--- src/soc_bus_pkg.sv ---
package soc_bus_pkg;

    localparam int xlen = 64;

    typedef logic [xlen-1:0] addr_t;
    typedef logic [xlen-1:0] data_t;

    // target of a decoded bus request
    typedef enum logic [3:0] {
        region_none,
        region_ram,
        region_key,
        region_mtime,
        region_mtimecmp,
        region_plic_priority,
        region_plic_pending,
        region_plic_enable,
        region_plic_threshold,
        region_plic_claim
    } region_t;

    // bit 2 marks an unsigned load, stores use the low four codes
    typedef enum logic [2:0] {
        ls_b  = 3'b000,
        ls_h  = 3'b001,
        ls_w  = 3'b010,
        ls_d  = 3'b011,
        ls_bu = 3'b100,
        ls_hu = 3'b101,
        ls_wu = 3'b110
    } ls_type_t;

    // address map
    localparam addr_t ram_base            = 64'h0000_0000_1000_0000;
    localparam addr_t key_base            = 64'h0000_0000_2000_0000;
    localparam addr_t mtime_addr          = 64'h0000_0000_0200_BFF8;
    localparam addr_t mtimecmp_addr       = 64'h0000_0000_0200_4000;
    localparam addr_t plic_base           = 64'h0000_0000_0C00_0000;
    localparam addr_t plic_pending_addr   = plic_base + 64'h1000;
    localparam addr_t plic_enable_addr    = plic_base + 64'h2000;
    localparam addr_t plic_threshold_addr = plic_base + 64'h20_0000;
    localparam addr_t plic_claim_addr     = plic_base + 64'h20_0004;

    // spacing between context 0 and context 1
    localparam addr_t plic_ctx_enable_stride = 64'h80;
    localparam addr_t plic_ctx_reg_stride    = 64'h1000;

    localparam int plic_sources = 6;

    localparam data_t mtimecmp_reset = 64'h0000_0000_8000_0000;

    // size and extend a value that sits at bit 0, as a load would see it
    function automatic data_t load_extend(input data_t raw, input ls_type_t ls);
        case (ls)
            ls_b:    load_extend = {{56{raw[7]}}, raw[7:0]};
            ls_h:    load_extend = {{48{raw[15]}}, raw[15:0]};
            ls_w:    load_extend = {{32{raw[31]}}, raw[31:0]};
            ls_bu:   load_extend = {56'b0, raw[7:0]};
            ls_hu:   load_extend = {48'b0, raw[15:0]};
            ls_wu:   load_extend = {32'b0, raw[31:0]};
            default: load_extend = raw;
        endcase
    endfunction

endpackage
--- src/bus_decode.sv ---
`timescale 1ns/1ps

module bus_decode #(
    parameter int RAM_WORDS = 2048
) (
    input  logic                  CLOCK_50,
    input  logic                  KEY0,
    input  soc_bus_pkg::addr_t    bus_address,
    input  soc_bus_pkg::data_t    bus_write_data,
    input  soc_bus_pkg::ls_type_t bus_ls_type,
    input  logic                  bus_read_enable,
    input  logic                  bus_write_enable,
    output logic                  req_valid,
    output logic                  req_write,
    output soc_bus_pkg::region_t  req_region,
    output soc_bus_pkg::addr_t    req_addr,
    output soc_bus_pkg::ls_type_t req_ls_type,
    output soc_bus_pkg::data_t    req_wdata
);

    localparam soc_bus_pkg::addr_t ram_end = soc_bus_pkg::ram_base + 64'(4 * RAM_WORDS);
    localparam soc_bus_pkg::addr_t prio_end =
        soc_bus_pkg::plic_base + 64'(4 * soc_bus_pkg::plic_sources);

    soc_bus_pkg::region_t region;

    // classify the live bus address
    always_comb begin
        region = soc_bus_pkg::region_none;
        if (bus_address >= soc_bus_pkg::ram_base && bus_address < ram_end) begin
            region = soc_bus_pkg::region_ram;
        end else if (bus_address == soc_bus_pkg::key_base) begin
            region = soc_bus_pkg::region_key;
        end else if (bus_address == soc_bus_pkg::mtime_addr) begin
            region = soc_bus_pkg::region_mtime;
        end else if (bus_address == soc_bus_pkg::mtimecmp_addr) begin
            region = soc_bus_pkg::region_mtimecmp;
        end else if (bus_address >= soc_bus_pkg::plic_base && bus_address < prio_end) begin
            region = soc_bus_pkg::region_plic_priority;
        end else if (bus_address == soc_bus_pkg::plic_pending_addr) begin
            region = soc_bus_pkg::region_plic_pending;
        end else if (bus_address == soc_bus_pkg::plic_enable_addr ||
                     bus_address == soc_bus_pkg::plic_enable_addr +
                                    soc_bus_pkg::plic_ctx_enable_stride) begin
            region = soc_bus_pkg::region_plic_enable;
        end else if (bus_address == soc_bus_pkg::plic_threshold_addr ||
                     bus_address == soc_bus_pkg::plic_threshold_addr +
                                    soc_bus_pkg::plic_ctx_reg_stride) begin
            region = soc_bus_pkg::region_plic_threshold;
        end else if (bus_address == soc_bus_pkg::plic_claim_addr ||
                     bus_address == soc_bus_pkg::plic_claim_addr +
                                    soc_bus_pkg::plic_ctx_reg_stride) begin
            region = soc_bus_pkg::region_plic_claim;
        end
    end

    // control part of the request
    always_ff @(posedge CLOCK_50 or negedge KEY0) begin
        if (!KEY0) begin
            req_valid  <= 1'b0;
            req_write  <= 1'b0;
            req_region <= soc_bus_pkg::region_none;
        end else begin
            req_valid <= bus_read_enable | bus_write_enable;
            if (bus_read_enable | bus_write_enable) begin
                req_write  <= bus_write_enable;
                req_region <= region;
            end
        end
    end

    // payload is held until the next request
    always_ff @(posedge CLOCK_50) begin
        if (bus_read_enable | bus_write_enable) begin
            req_addr    <= bus_address;
            req_ls_type <= bus_ls_type;
            req_wdata   <= bus_write_data;
        end
    end

endmodule

--- config.mk ---
export PLATFORM = sky130hd
export DESIGN_NAME = bus_decode
export DESIGN_NICKNAME = d
export VERILOG_FILES = /design/src/soc_bus_pkg.sv /design/src/bus_decode.sv
export SDC_FILE = /design/constraint.sdc
export NUM_CORES = 1
export LEC_CHECK = 0
export BUFFER_PORTS_ARGS = -buffer_cell sky130_fd_sc_hd__buf_2
export CORE_ASPECT_RATIO = 1.1
export CORE_MARGIN = 3
export CORE_UTILIZATION = 31
export DETAILED_ROUTE_END_ITERATION = 7
export HOLD_SLACK_MARGIN = 0.12
export PLACE_DENSITY = 0.68
export SYNTH_ARGS = -nofsm -noshare
export SYNTH_HDL_FRONTEND = slang
export SYNTH_SLANG_ARGS = --single-unit
--- constraint.sdc ---
create_clock -name CLOCK_50 -period 0.8 [get_ports CLOCK_50]
set_input_delay 0.24 -clock CLOCK_50 [delete_from_list [all_inputs] [get_ports CLOCK_50]]
set_output_delay 0.24 -clock CLOCK_50 [all_outputs]
set_load 0.01 [all_outputs]
# Yosys cells after proc, flatten, opt, wreduce, memory -nomap -nowiden
# Cells that the tools add are included.
totals:
  inputBits: 135
  elab_cells: 35
  regBits: 137
  out_inout_bits: 137
classes:
  n_lt_le_gt_ge: 4
  reduce_logical: 5
  eq_ne: 10
  bitwise: 1
  mux: 9
ops:
  columns: ["operator", "n"]
  rows:
  - ["equality test 64 x 28 -> 1 bit (second input constant)", 7]
  - ["equality test 64 x 26 -> 1 bit (second input constant)", 2]
  - ["equality test 64 x 30 -> 1 bit (second input constant)", 1]
  - [">= comparator 64 x 28 -> 1 bit (second input constant)", 1]
  - [">= comparator 64 x 29 -> 1 bit (second input constant)", 1]
  - ["< comparator 64 x 28 -> 1 bit (second input constant)", 1]
  - ["< comparator 64 x 29 -> 1 bit (second input constant)", 1]
  - ["two-way mux 4 bit", 9]
  - ["logical OR 1 bit", 3]
  - ["logical AND 1 bit", 2]
  - ["bitwise OR 1 bit", 1]

# Depth between registers and ports, before layout
# Gate-level depths: netlist (run 1).
logic_depth:
  depth_word: 11
  mapped_depth: 6
  mapped_depth_nobuf: 6

# Worst setup path before layout (run 1)
# OpenSTA, ideal clock, no wires.
synth_path:
  path_kind: "input to register"
  start: "input port bus_write_enable"
  end: "register req_addr[0], enable pin"
  stages: 2
  setup_ps: 486
  slack_ps: -2568
  n_path_buf: 0
  required_ps: 314
  t_arrival_ps: 2882
  cell_sequence: "nor2_1 inv_1"
synth_between:
  elab_chain_cells: 1
synth_lines:
  columns: ["element", "line_no", "source"]
  rows:
  - ["from (decl)", "bus_decode.sv:12", "input logic bus_write_enable,"]
  - ["bitwise OR 1 bit", "bus_decode.sv:74", "if (bus_read_enable | bus_write_enable) begin"]
  - ["to (signal assigned)", "bus_decode.sv:75", "req_addr <= bus_address;"]
  - ["to (decl)", "bus_decode.sv:16", "output soc_bus_pkg::addr_t req_addr,"]
# Every way passes these cells.
# A chain may end at the register's enable or synchronous reset.

# Worst setup path after layout (run 1)
layout_path:
  start: "input port bus_address[29]"
  end: "register req_region[2]"
layout_between:
  elab_chain_cells: 10
  word_cells_on_any_way: 24
  cone_classes: "order compare (4); eq/ne (8); mux (8); reduce/logical (4)"
layout_lines:
  columns: ["element", "line_no", "source"]
  rows:
  - ["from (decl)", "bus_decode.sv:8", "input soc_bus_pkg::addr_t bus_address,"]
  - ["parallel branches: the longest is 9 deep, another holds >= comparator 64 x 28 -> 1 bit", null, null]
  - ["two-way mux 4 bit (*)", "bus_decode.sv:30", "if (bus_address >= soc_bus_pkg::ram_base && bus_address < ram_end) begin"]
  - ["to (signal assigned)", "bus_decode.sv:62", "req_region <= soc_bus_pkg::region_none;"]
  - ["to (signal assigned)", "bus_decode.sv:67", "req_region <= region;"]
  - ["to (decl)", "bus_decode.sv:15", "output soc_bus_pkg::region_t req_region,"]
# Mark *: on every way between the ends.

==> results of run 1 <==
-- per-layer routing --
layer  part of all wire [%]  wire length [um]  track usage [%]  vias up
met4                    2.1               315             6.10        0
met1                     38              5580             19.1     1870
li1                       -                 -                -     1825
met5                      0                 0                0        -
met2                     53              7840             31.3      176
met3                    7.3              1090             5.73       25
-- worst max-delay path, stage by stage --
cell and delay [ns]:
buf_6 0.09, or2_4 0.25, or4_4 0.49, or4b_4 0.51, nor3_4 0.12, a21oi_1 0.06, o21ai_2 0.10
-- power breakdown --
group / internal, mW / switching [mW]
Combinational: 1.28 / 1.14
Clock: 4.92 / 2.98
Sequential: 8.56 / 0.166
Total: 14.8 / 4.29
-- how the worst max path moves through the flow --
stage / end / start
3_5_place_dp: req_region[2] / bus_address[29]
3_3_place_gp: req_region[2] / bus_address[29]
6_report: req_region[2] / bus_address[29]
2_1_floorplan: req_addr[0] / bus_write_enable
4_1_cts: req_region[2] / bus_address[29]
5_1_grt: req_region[2] / bus_address[29]
-- synth_stat cells, drive strengths merged --
| library cell | n | area, um2 |
|---|---|---|
| a21o | 1 | 7.51 |
| a21oi | 3 | 15.0 |
| dfrtp | 6 | 150 |
| nor2 | 7 | 26.3 |
| o21ai | 4 | 23.8 |
| a22o | 2 | 17.5 |
| edfxtp | 131 | 3930 |
| nor4 | 16 | 100 |
| and3 | 1 | 6.26 |
| or4b | 2 | 20.0 |
| nand2 | 8 | 30.0 |
| a2bb2oi | 1 | 8.76 |
| nand4 | 6 | 37.5 |
| nand3b | 1 | 7.51 |
| inv | 3 | 11.3 |
| o31ai | 2 | 15.0 |
| and4 | 2 | 17.5 |
| nor4b | 2 | 17.5 |
| mux2i | 1 | 10.0 |
| nand4bb | 1 | 16.3 |
| or4 | 4 | 33.8 |
| nor3 | 5 | 30.0 |
| or2 | 3 | 18.8 |
| nand3 | 3 | 15.0 |
| nand4b | 1 | 8.76 |
| and3b | 1 | 8.76 |
-- layout make-up --
type | count | area, um2
fill | 1122 | 5760
sequential | 137 | 4080
timing repair buffer | 441 | 3110
multi-input combinational | 77 | 641
clock buffer | 18 | 429
tap | 192 | 240
clock inverter | 14 | 170
inverter | 3 | 15.0
-- what timing repair did --
| item | in CTS | in global routing |
|---|---|---|
| pin swaps | 4 | 9 |
| buffers inserted | 0 | 3 |
| gates cloned | 0 | 3 |
| setup endpoints to repair | 141 | 168 |
| gates resized for setup | 13 | 31 |
| endpoints found under the hold margin | 124 | 7 |
-- flip-flops by register name, summed over array words and instances (netlist names) --
name and cells:
req_ls_type 3, req_wdata 64, req_region 4, req_write 1, req_valid 1, req_addr 64
-- metrics by stage --
stage	power, mW	utilization [%]	hold slack (ns)
global placement	10.7	46.4	0.0697
finish	19.1	60.2	0.100
floorplan	9.42	-	-0.0556
global route	19.8	60.2	0.0859
CTS	19.1	58.6	0.0862
detailed placement	10.7	46.4	0.0710
-- kinds of logic (layout without fill, tap and decap cells) --
family,Yosys count,count (layout),synth area share [%]
AOI/OAI and AO/OA,13,13,1.91
muxes,1,1,0.218
DFF,137,137,89.0
and+or+nand+nor,63,63,8.59
buffers and inverters,3,476,0.245
==> metrics.md, run 1 <==
| Metric | Value |
|---|---|
| Most frequent cells in the layout | `buf_2, edfxtp_1, dlygate4sd3_1` |
| Synthesized area | `4590 um2` |
| Critical Path Start Type | `input port` |
| Max Cap Viol | `0` |
| Placed Area | `6700 um2` |
| Synthesized Nets | `352` |
| Initial Utilization | `31.8%` |
| Setup TNS | `-54.30 ns` |
| Layout cells sized above 1 | `55.8%` |
| Fin. Hold Viols | `0` |
| Status | `finished, violations left` |
| Total wire length | `14800 um` |
| Mean routed wirelength per cell | `16.8 um` |
| Initial antenna violation count | `0` |
| Worst Hold Path Cells | `2` |
| CTS tree | `built` |
| Clock slew at reported path FFs | `0.06 ns` |
| Via-per-instance ratio | `4.42` |
| Max clock buf depth | `2` |
| Critical path class | `in2reg` |
| Clock sink count | `137` |
| Via count | `3896` |
| Cells on worst reg2reg path | `2` |
| Placed insts | `732` |
| Worst Path Required | `1.14 ns` |
| IO Port Bufs | `271` |
| Tmin final | `1.53 ns` |
| Num CTS Buffers | `17` |
| Synth Area per Inst | `21.1 um2` |
| Antenna Diode Count | `0` |
| Commonest non-fill, non-tap cell in the layout | `buf_2` |
| # rows | `46` |
| H-tree levels | `4` |
| Overall Global Routing Usage | `17.4%` |
| Post-CTS Hold Fix Bufs | `112` |
| Die area | `16300 um2` |
| GRT Residual Overflow | `0` |
| First-pass GRT wire length | `21400 um` |
| F_max | `654 MHz` |
| Antenna-violating nets left | `0` |
| Nets | `812` |
| Peak supply drop | `1.03 mV` |
| Normalized max-slew margin | `79.9%` |
| Area Overhead vs Synth | `89.5%` |
| Final slew viol count | `0` |
| Die height | `134 um` |
| Period utilization | `191%` |
| Failing checks | `negative setup slack` |
| Leak | `3.76 nW` |
| Kind of end point of the critical path | `register` |
| RR Endpoint | `req_write` |
| FF-to-FF setup slack | `0.02 ns` |
| PwrDens | `2190 nW/um2` |
| Min-delay worst type | `in2reg` |
| Die Wd | `122 um` |
| Skew final | `0 ns` |
| RSZ-0062 raised after global routing | `true` |
| FF-to-FF Start | `req_write` |
| Worst-Skew Late Latency | `0.41 ns` |
| Critical Path Fanout Max | `2` |
| Syn Inst Count | `217` |
| Setup ws final | `-0.728 ns` |
| Worst endpoint data arrival time | `1.87 ns` |
| Post-route cell area | `8690 um2` |
| Least-Margin Pin Slew | `0.299 ns` |
| Finished Layout Cells | `882` |
| # setup viols final | `241` |
| DRT iter0 DRCs | `158` |
| DP Worst Slack | `-1.18 ns` |
| I/O pin count | `272` |
| Vias in the first global route | `4140` |
| Synth Warn # | `0` |
| Number of synthesized register bits | `137` |
| End of the worst hold path | `req_addr[19]` |
| Largest net degree at the start of global routing | `28` |
| Root buffer cell | `clkbuf_16` |
| Sequential area share after synthesis | `89.0%` |
| Placer Congestion | `0.808` |
| Residual DRC | `0` |
| Detail Placement HPWL | `10400 um` |
| Synth cell types | `31` |
| Core region area | `14400 um2` |
| DR pass1 iterations | `4` |
| Hold_sp | `bus_address[19]` |
No activity file was read; power rests on OpenSTA's default activity.
==> inputs of run 2 (changes only) <==
- PLACE_DENSITY: 0.68 -> 0.71
- clock period: 0.8 -> 1.3 ns (I/O delays scaled with it)
==> metrics.md, run 2 (synthesized netlist as in run 1, its figures left out) <==
| Metric | Value |
|---|---|
| F_max | `590 MHz` |
| Buf+Inv Stages, Crit Path | `1` |
| Kind of end point of the critical path | `register` |
| Antenna Diode Count | `0` |
| Setup TNS | `-2.61 ns` |
| Critical path class | `in2reg` |
| DRT iter0 DRCs | `166` |
| H-tree levels | `4` |
| Area Overhead vs Synth | `61.8%` |
| Placed Area | `6580 um2` |
| Skew final | `0 ns` |
| Commonest non-fill, non-tap cell in the layout | `buf_2` |
| Placer Congestion | `0.771` |
| Clock slew at reported path FFs | `0.06 ns` |
| Via-per-instance ratio | `4.49` |
| GRT Residual Overflow | `0` |
| First-pass GRT wire length | `19100 um` |
| Largest net degree at the start of global routing | `53` |
| Setup ws final | `-0.396 ns` |
| Antenna-violating nets left | `0` |
| Total wire length | `13000 um` |
| Mean routed wirelength per cell | `17.2 um` |
| Filler cells | `1244` |
| Normalized max-slew margin | `78.2%` |
| RSZ-0062 raised after global routing | `true` |
| Failing checks | `negative setup slack` |
| PwrDens | `1530 nW/um2` |
| Worst endpoint data arrival time | `2.04 ns` |
| Root buffer cell | `clkbuf_16` |
| Critical Path Slowest Stage Cell | `or4b_4` |
| Overall Global Routing Usage | `15.7%` |
| DR pass1 iterations | `4` |
| Peak supply drop | `0.651 mV` |
| Placed insts | `721` |
| Die Wd | `122 um` |
| Status | `finished, violations left` |
| Total power | `11.4 mW` |
| Max Cap Viol | `0` |
| Worst Path Required | `1.64 ns` |
| Final slew viol count | `0` |
| Finished Layout Cells | `758` |
| Die area | `16300 um2` |
| Least-Margin Pin Slew | `0.318 ns` |
| Most frequent cells in the layout | `buf_2, edfxtp_1, buf_4` |
| Min-delay worst type | `in2reg` |
| Period utilization | `130%` |
| Highest cell delay on the worst timing path | `0.51 ns` |
| CTS tree | `built` |
| Residual DRC | `0` |
| Initial Utilization | `31.8%` |
| Detail Placement HPWL | `10300 um` |
| FF-to-FF setup slack | `0.46 ns` |
| I/O pin count | `272` |
| Core region area | `14400 um2` |
| Nets | `688` |
| CP delay by family, top | `simple AND/OR/NAND/NOR gates` |
| Layout cells sized above 1 | `65.7%` |
| Fin. Hold Viols | `0` |
| Crit-path cells | `buf_6, or2_4, or4_4, or4b_4, nor3_4, a21oi_2, o21ai_2` |
| WHS | `0.153 ns` |
| Critical Path Fanout Max | `2` |
| # setup viols final | `77` |
| Num CTS Buffers | `17` |
| Tmin final | `1.70 ns` |
| Initial antenna violation count | `1` |
| Clock sink count | `137` |
| Vias in the first global route | `3582` |
| Leak | `3.22 nW` |
| IO Port Bufs | `271` |
| Die height | `134 um` |
| Post-route cell area | `7420 um2` |
| Worst-Skew Late Latency | `0.41 ns` |
| Max clock buf depth | `2` |
| # rows | `46` |
| Via count | `3400` |
| Critical Path Start Type | `input port` |
| Biggest regs | `req_addr: 64 flops, req_wdata: 64 flops, req_region: 4 flops` |
## run 2: cell types whose count changed in the layout (fill, tap and decap cells not counted), sizes merged
| cell | delta |
|---|---|
| inv | -2 |
| clkbuf | -1 |
| clkinv | +1 |
| buf | -11 |
| dlygate4sd3 | -111 |
## run 2: what timing repair did
| item | in CTS | in global routing |
|---|---|---|
| pin swaps | 8 | 4 |
| endpoints found under the setup margin | 140 | 141 |
| cloned | 0 | 0 |
| hold endpoints to repair | 6 | 0 |
| hold buffers | 1 | 0 |
| buffers inserted | 2 | 2 |
| resized for setup | 34 | 15 |
## run 2: where the power goes
part	total [mW]	internal, mW	switching (mW)	leakage [nW]
logic	1.15	0.525	0.630	1.53
clock network	4.85	3.03	1.82	0.280
registers	5.37	5.27	0.101	1.41
## run 2: metrics by stage
step / setup WS (ns) / util, %
5_1_grt: -0.426 / 51.4
3_3_place_gp: -0.826 / 45.5
2_1_floorplan: -1.60 / -
4_1_cts: -0.366 / 50.8
3_5_place_dp: -0.825 / 45.5
6_report: -0.396 / 51.4
## run 2: area by class of cell
type                            count  area, um2  area share, %
Clock buffer                       19        433           5.83
Clock inverter                     13        169           2.28
Inverter                            3       15.0          0.202
Multi-Input combinational cell     77        642           8.65
Sequential cell                   137       4080           55.0
Tap cell                          192        240           3.24
Timing Repair Buffer              317       1840           24.8
## run 2: path summary, 6_finish.rpt
path | depth (start not counted) | startpoint | to
worst min register to register | 1 | req_write | req_write
min in group asynchronous | 2 | KEY0 | req_region[1]
worst max-delay path | 7 | bus_address[29] | req_region[2]
worst min-delay path | 1 | bus_write_data[32] | req_wdata[32]
max in group asynchronous | 2 | KEY0 | req_region[2]
worst max register to register | 2 | req_region[1] | req_region[1]
## run 2: worst reg2reg max path: cells and delay by family, from the launching register on
kind / cells / cell delay, ns
AO/OA/AOI/OAI: 1 / 0.20
buffers and inverters: 1 / 0.13
flip-flops: 1 / 0.39
## run 2: layer usage
metal | global-route usage (%) | routed length, um
met5 | 0 | 13
met4 | 6.23 | 207
met3 | 6.92 | 1430
met2 | 27.6 | 6830
met1 | 16.4 | 4580
==> inputs of run 3 (changes only) <==
- GPL_TIMING_DRIVEN: not set -> 0
==> metrics.md, run 3 (synthesized netlist as in run 1, its figures left out) <==
| Metric | Value |
|---|---|
| Residual DRC | `0` |
| Least-Margin Pin Slew | `0.472 ns` |
| Fin util | `50.8%` |
| I/O pin count | `272` |
| Total wire length | `12900 um` |
| Via count | `3312` |
| Worst endpoint data arrival time | `2.04 ns` |
| Initial antenna violation count | `0` |
| Buf+Inv Stages, Crit Path | `1` |
| Clock sink count | `137` |
| DR pass1 iterations | `4` |
| Critical Path Slowest Stage Cell | `or4b_4` |
| Area Overhead vs Synth | `59.8%` |
| IO Port Bufs | `271` |
| H-tree levels | `4` |
| Period utilization | `131%` |
| CTS tree | `built` |
| Tmin final | `1.71 ns` |
| DP Worst Slack | `-0.884 ns` |
| Failing checks | `negative setup slack` |
| Layout cells sized above 1 | `65.1%` |
| Leak | `3.14 nW` |
| Overall Global Routing Usage | `15.2%` |
| Root buffer cell | `clkbuf_16` |
| GRT Residual Overflow | `0` |
| Busiest layer in global routing | `met2` |
| Critical path class | `in2reg` |
| Commonest non-fill, non-tap cell in the layout | `buf_2` |
| Status | `finished, violations left` |
| Min-delay worst type | `in2reg` |
| GR Util met1 | `15.5%` |
| Crit-path cells | `buf_8, or2_4, or4_4, or4b_4, nor3_4, a21oi_2, o21ai_2` |
| Die Wd | `122 um` |
| Die area | `16300 um2` |
| Biggest regs | `req_addr: 64 flops, req_wdata: 64 flops, req_region: 4 flops` |
| Clock slew at reported path FFs | `0.06 ns` |
| Critical Path Fanout Max | `2` |
| Core region area | `14400 um2` |
| Highest cell delay on the worst timing path | `0.51 ns` |
| F_max | `585 MHz` |
| Max Cap Viol | `0` |
| Vias in the first global route | `3417` |
| Largest net degree at the start of global routing | `48` |
| Final slew viol count | `0` |
| Antenna Diode Count | `0` |
| Die height | `134 um` |
| Most frequent cells in the layout | `buf_2, edfxtp_1, clkbuf_16` |
| Via-per-instance ratio | `4.54` |
| CP delay by family, top | `simple AND/OR/NAND/NOR gates` |
| RSZ-0062 raised after global routing | `true` |
| Setup ws final | `-0.408 ns` |
| Critical Path Start Type | `input port` |
| Detail Placement HPWL | `9780 um` |
| Max clock buf depth | `2` |
| # rows | `46` |
| Met2 Usage GRT | `26.9%` |
| Mean routed wirelength per cell | `17.6 um` |
| Peak supply drop | `0.700 mV` |
| Skew final | `0 ns` |
| PwrDens | `1620 nW/um2` |
| Initial Utilization | `31.8%` |
| DRT iter0 DRCs | `250` |
| Nets | `660` |
| Num CTS Buffers | `17` |
| GRT met3 Usage | `7.60%` |
| Worst-Skew Late Latency | `0.41 ns` |
| Worst Path Required | `1.64 ns` |
| First-pass GRT wire length | `18400 um` |
| # setup viols final | `77` |
| Antenna-violating nets left | `0` |
| Fin. Hold Viols | `0` |
| Placer Congestion | `0.857` |
| Kind of end point of the critical path | `register` |
| Normalized max-slew margin | `68.4%` |
==> run 3: changes by cell type in the layout (fill, tap and decap cells not counted), moves of 2 or more <==
cell | previous run | this run
buf_4 | 40 | 12
buf_6 | 17 | 10
buf_2 | 256 | 260
bufinv_16 | 3 | 6
buf_8 | 1 | 3
clkinv_4 | 3 | 1
o21ai_1 | 3 | 1
o21ai_2 | 1 | 3
o31ai_1 | 2 | 0
==> run 3: area by class of cell <==
| class | count | area, um2 |
|---|---|---|
| multi-input cells | 77 | 702 |
| fillers | 1237 | 7110 |
| repair buffers | 289 | 1620 |
| clock buffers | 18 | 429 |
| clock inverters | 14 | 243 |
| inverters | 3 | 15.0 |
| flip-flops and latches | 137 | 4080 |
| well taps | 192 | 240 |
==> run 3: metrics by stage <==
stage / total power [mW] / hold WS [ns] / area [um2] / std cells / TNS, ns
final: 11.9 / 0.152 / 7330 / 730 / -2.39
after global placement: 6.48 / 0.214 / 6240 / 680 / -330.85
after CTS: 12.0 / 0.130 / 7200 / 726 / -5.34
after floorplan: 5.79 / 0.0944 / 4650 / 217 / -213.50
after detailed placement: 6.51 / 0.225 / 6300 / 683 / -67.11
after global routing: 12.3 / 0.125 / 7330 / 730 / -8.32
==> run 3: what timing repair did <==
| action | 4_1_cts | 5_1_grt |
|---|---|---|
| setup endpoints to repair | 259 | 141 |
| endpoints found under the hold margin | 6 | 0 |
| gates resized for setup | 30 | 24 |
| hold buffers | 1 | 0 |
| pin swaps | 8 | 12 |
| buffers inserted | 10 | 5 |
| cloned | 0 | 0 |
==> run 3: where the power goes <==
group / switching, mW / internal (mW) / total [mW]
sequential: 0.0924 / 5.27 / 5.36
combinational: 0.625 / 0.475 / 1.10
clock: 1.81 / 3.61 / 5.43
==> run 3: worst paths after layout <==
path                       cells past startpoint       endpoint               start  slack, ns
setup / recovery                               7  req_region[2]     bus_address[29]      -0.41
hold / removal                                 1  req_wdata[28]  bus_write_data[28]       0.15
setup reg to reg                               2  req_region[3]       req_region[3]       0.45
hold reg to reg                                1      req_write           req_write       0.48
max in group asynchronous                      2  req_region[0]                KEY0       0.81
min in group asynchronous                      2      req_valid                KEY0       0.34
==> run 3: worst register-to-register path, delay by kind of cell, from the launching register on <==
kind,cells,cell delay (ns)
DFF,1,0.40
buffers and inverters,1,0.14
AOI/OAI and AO/OA,1,0.20
==> run 3: layer usage <==
metal  wire [um]  vias to the layer above
met2        6770                      196
met5           0                        -
li1            -                     1518
met4         244                        0
met1        4420                     1573
met3        1440                       25
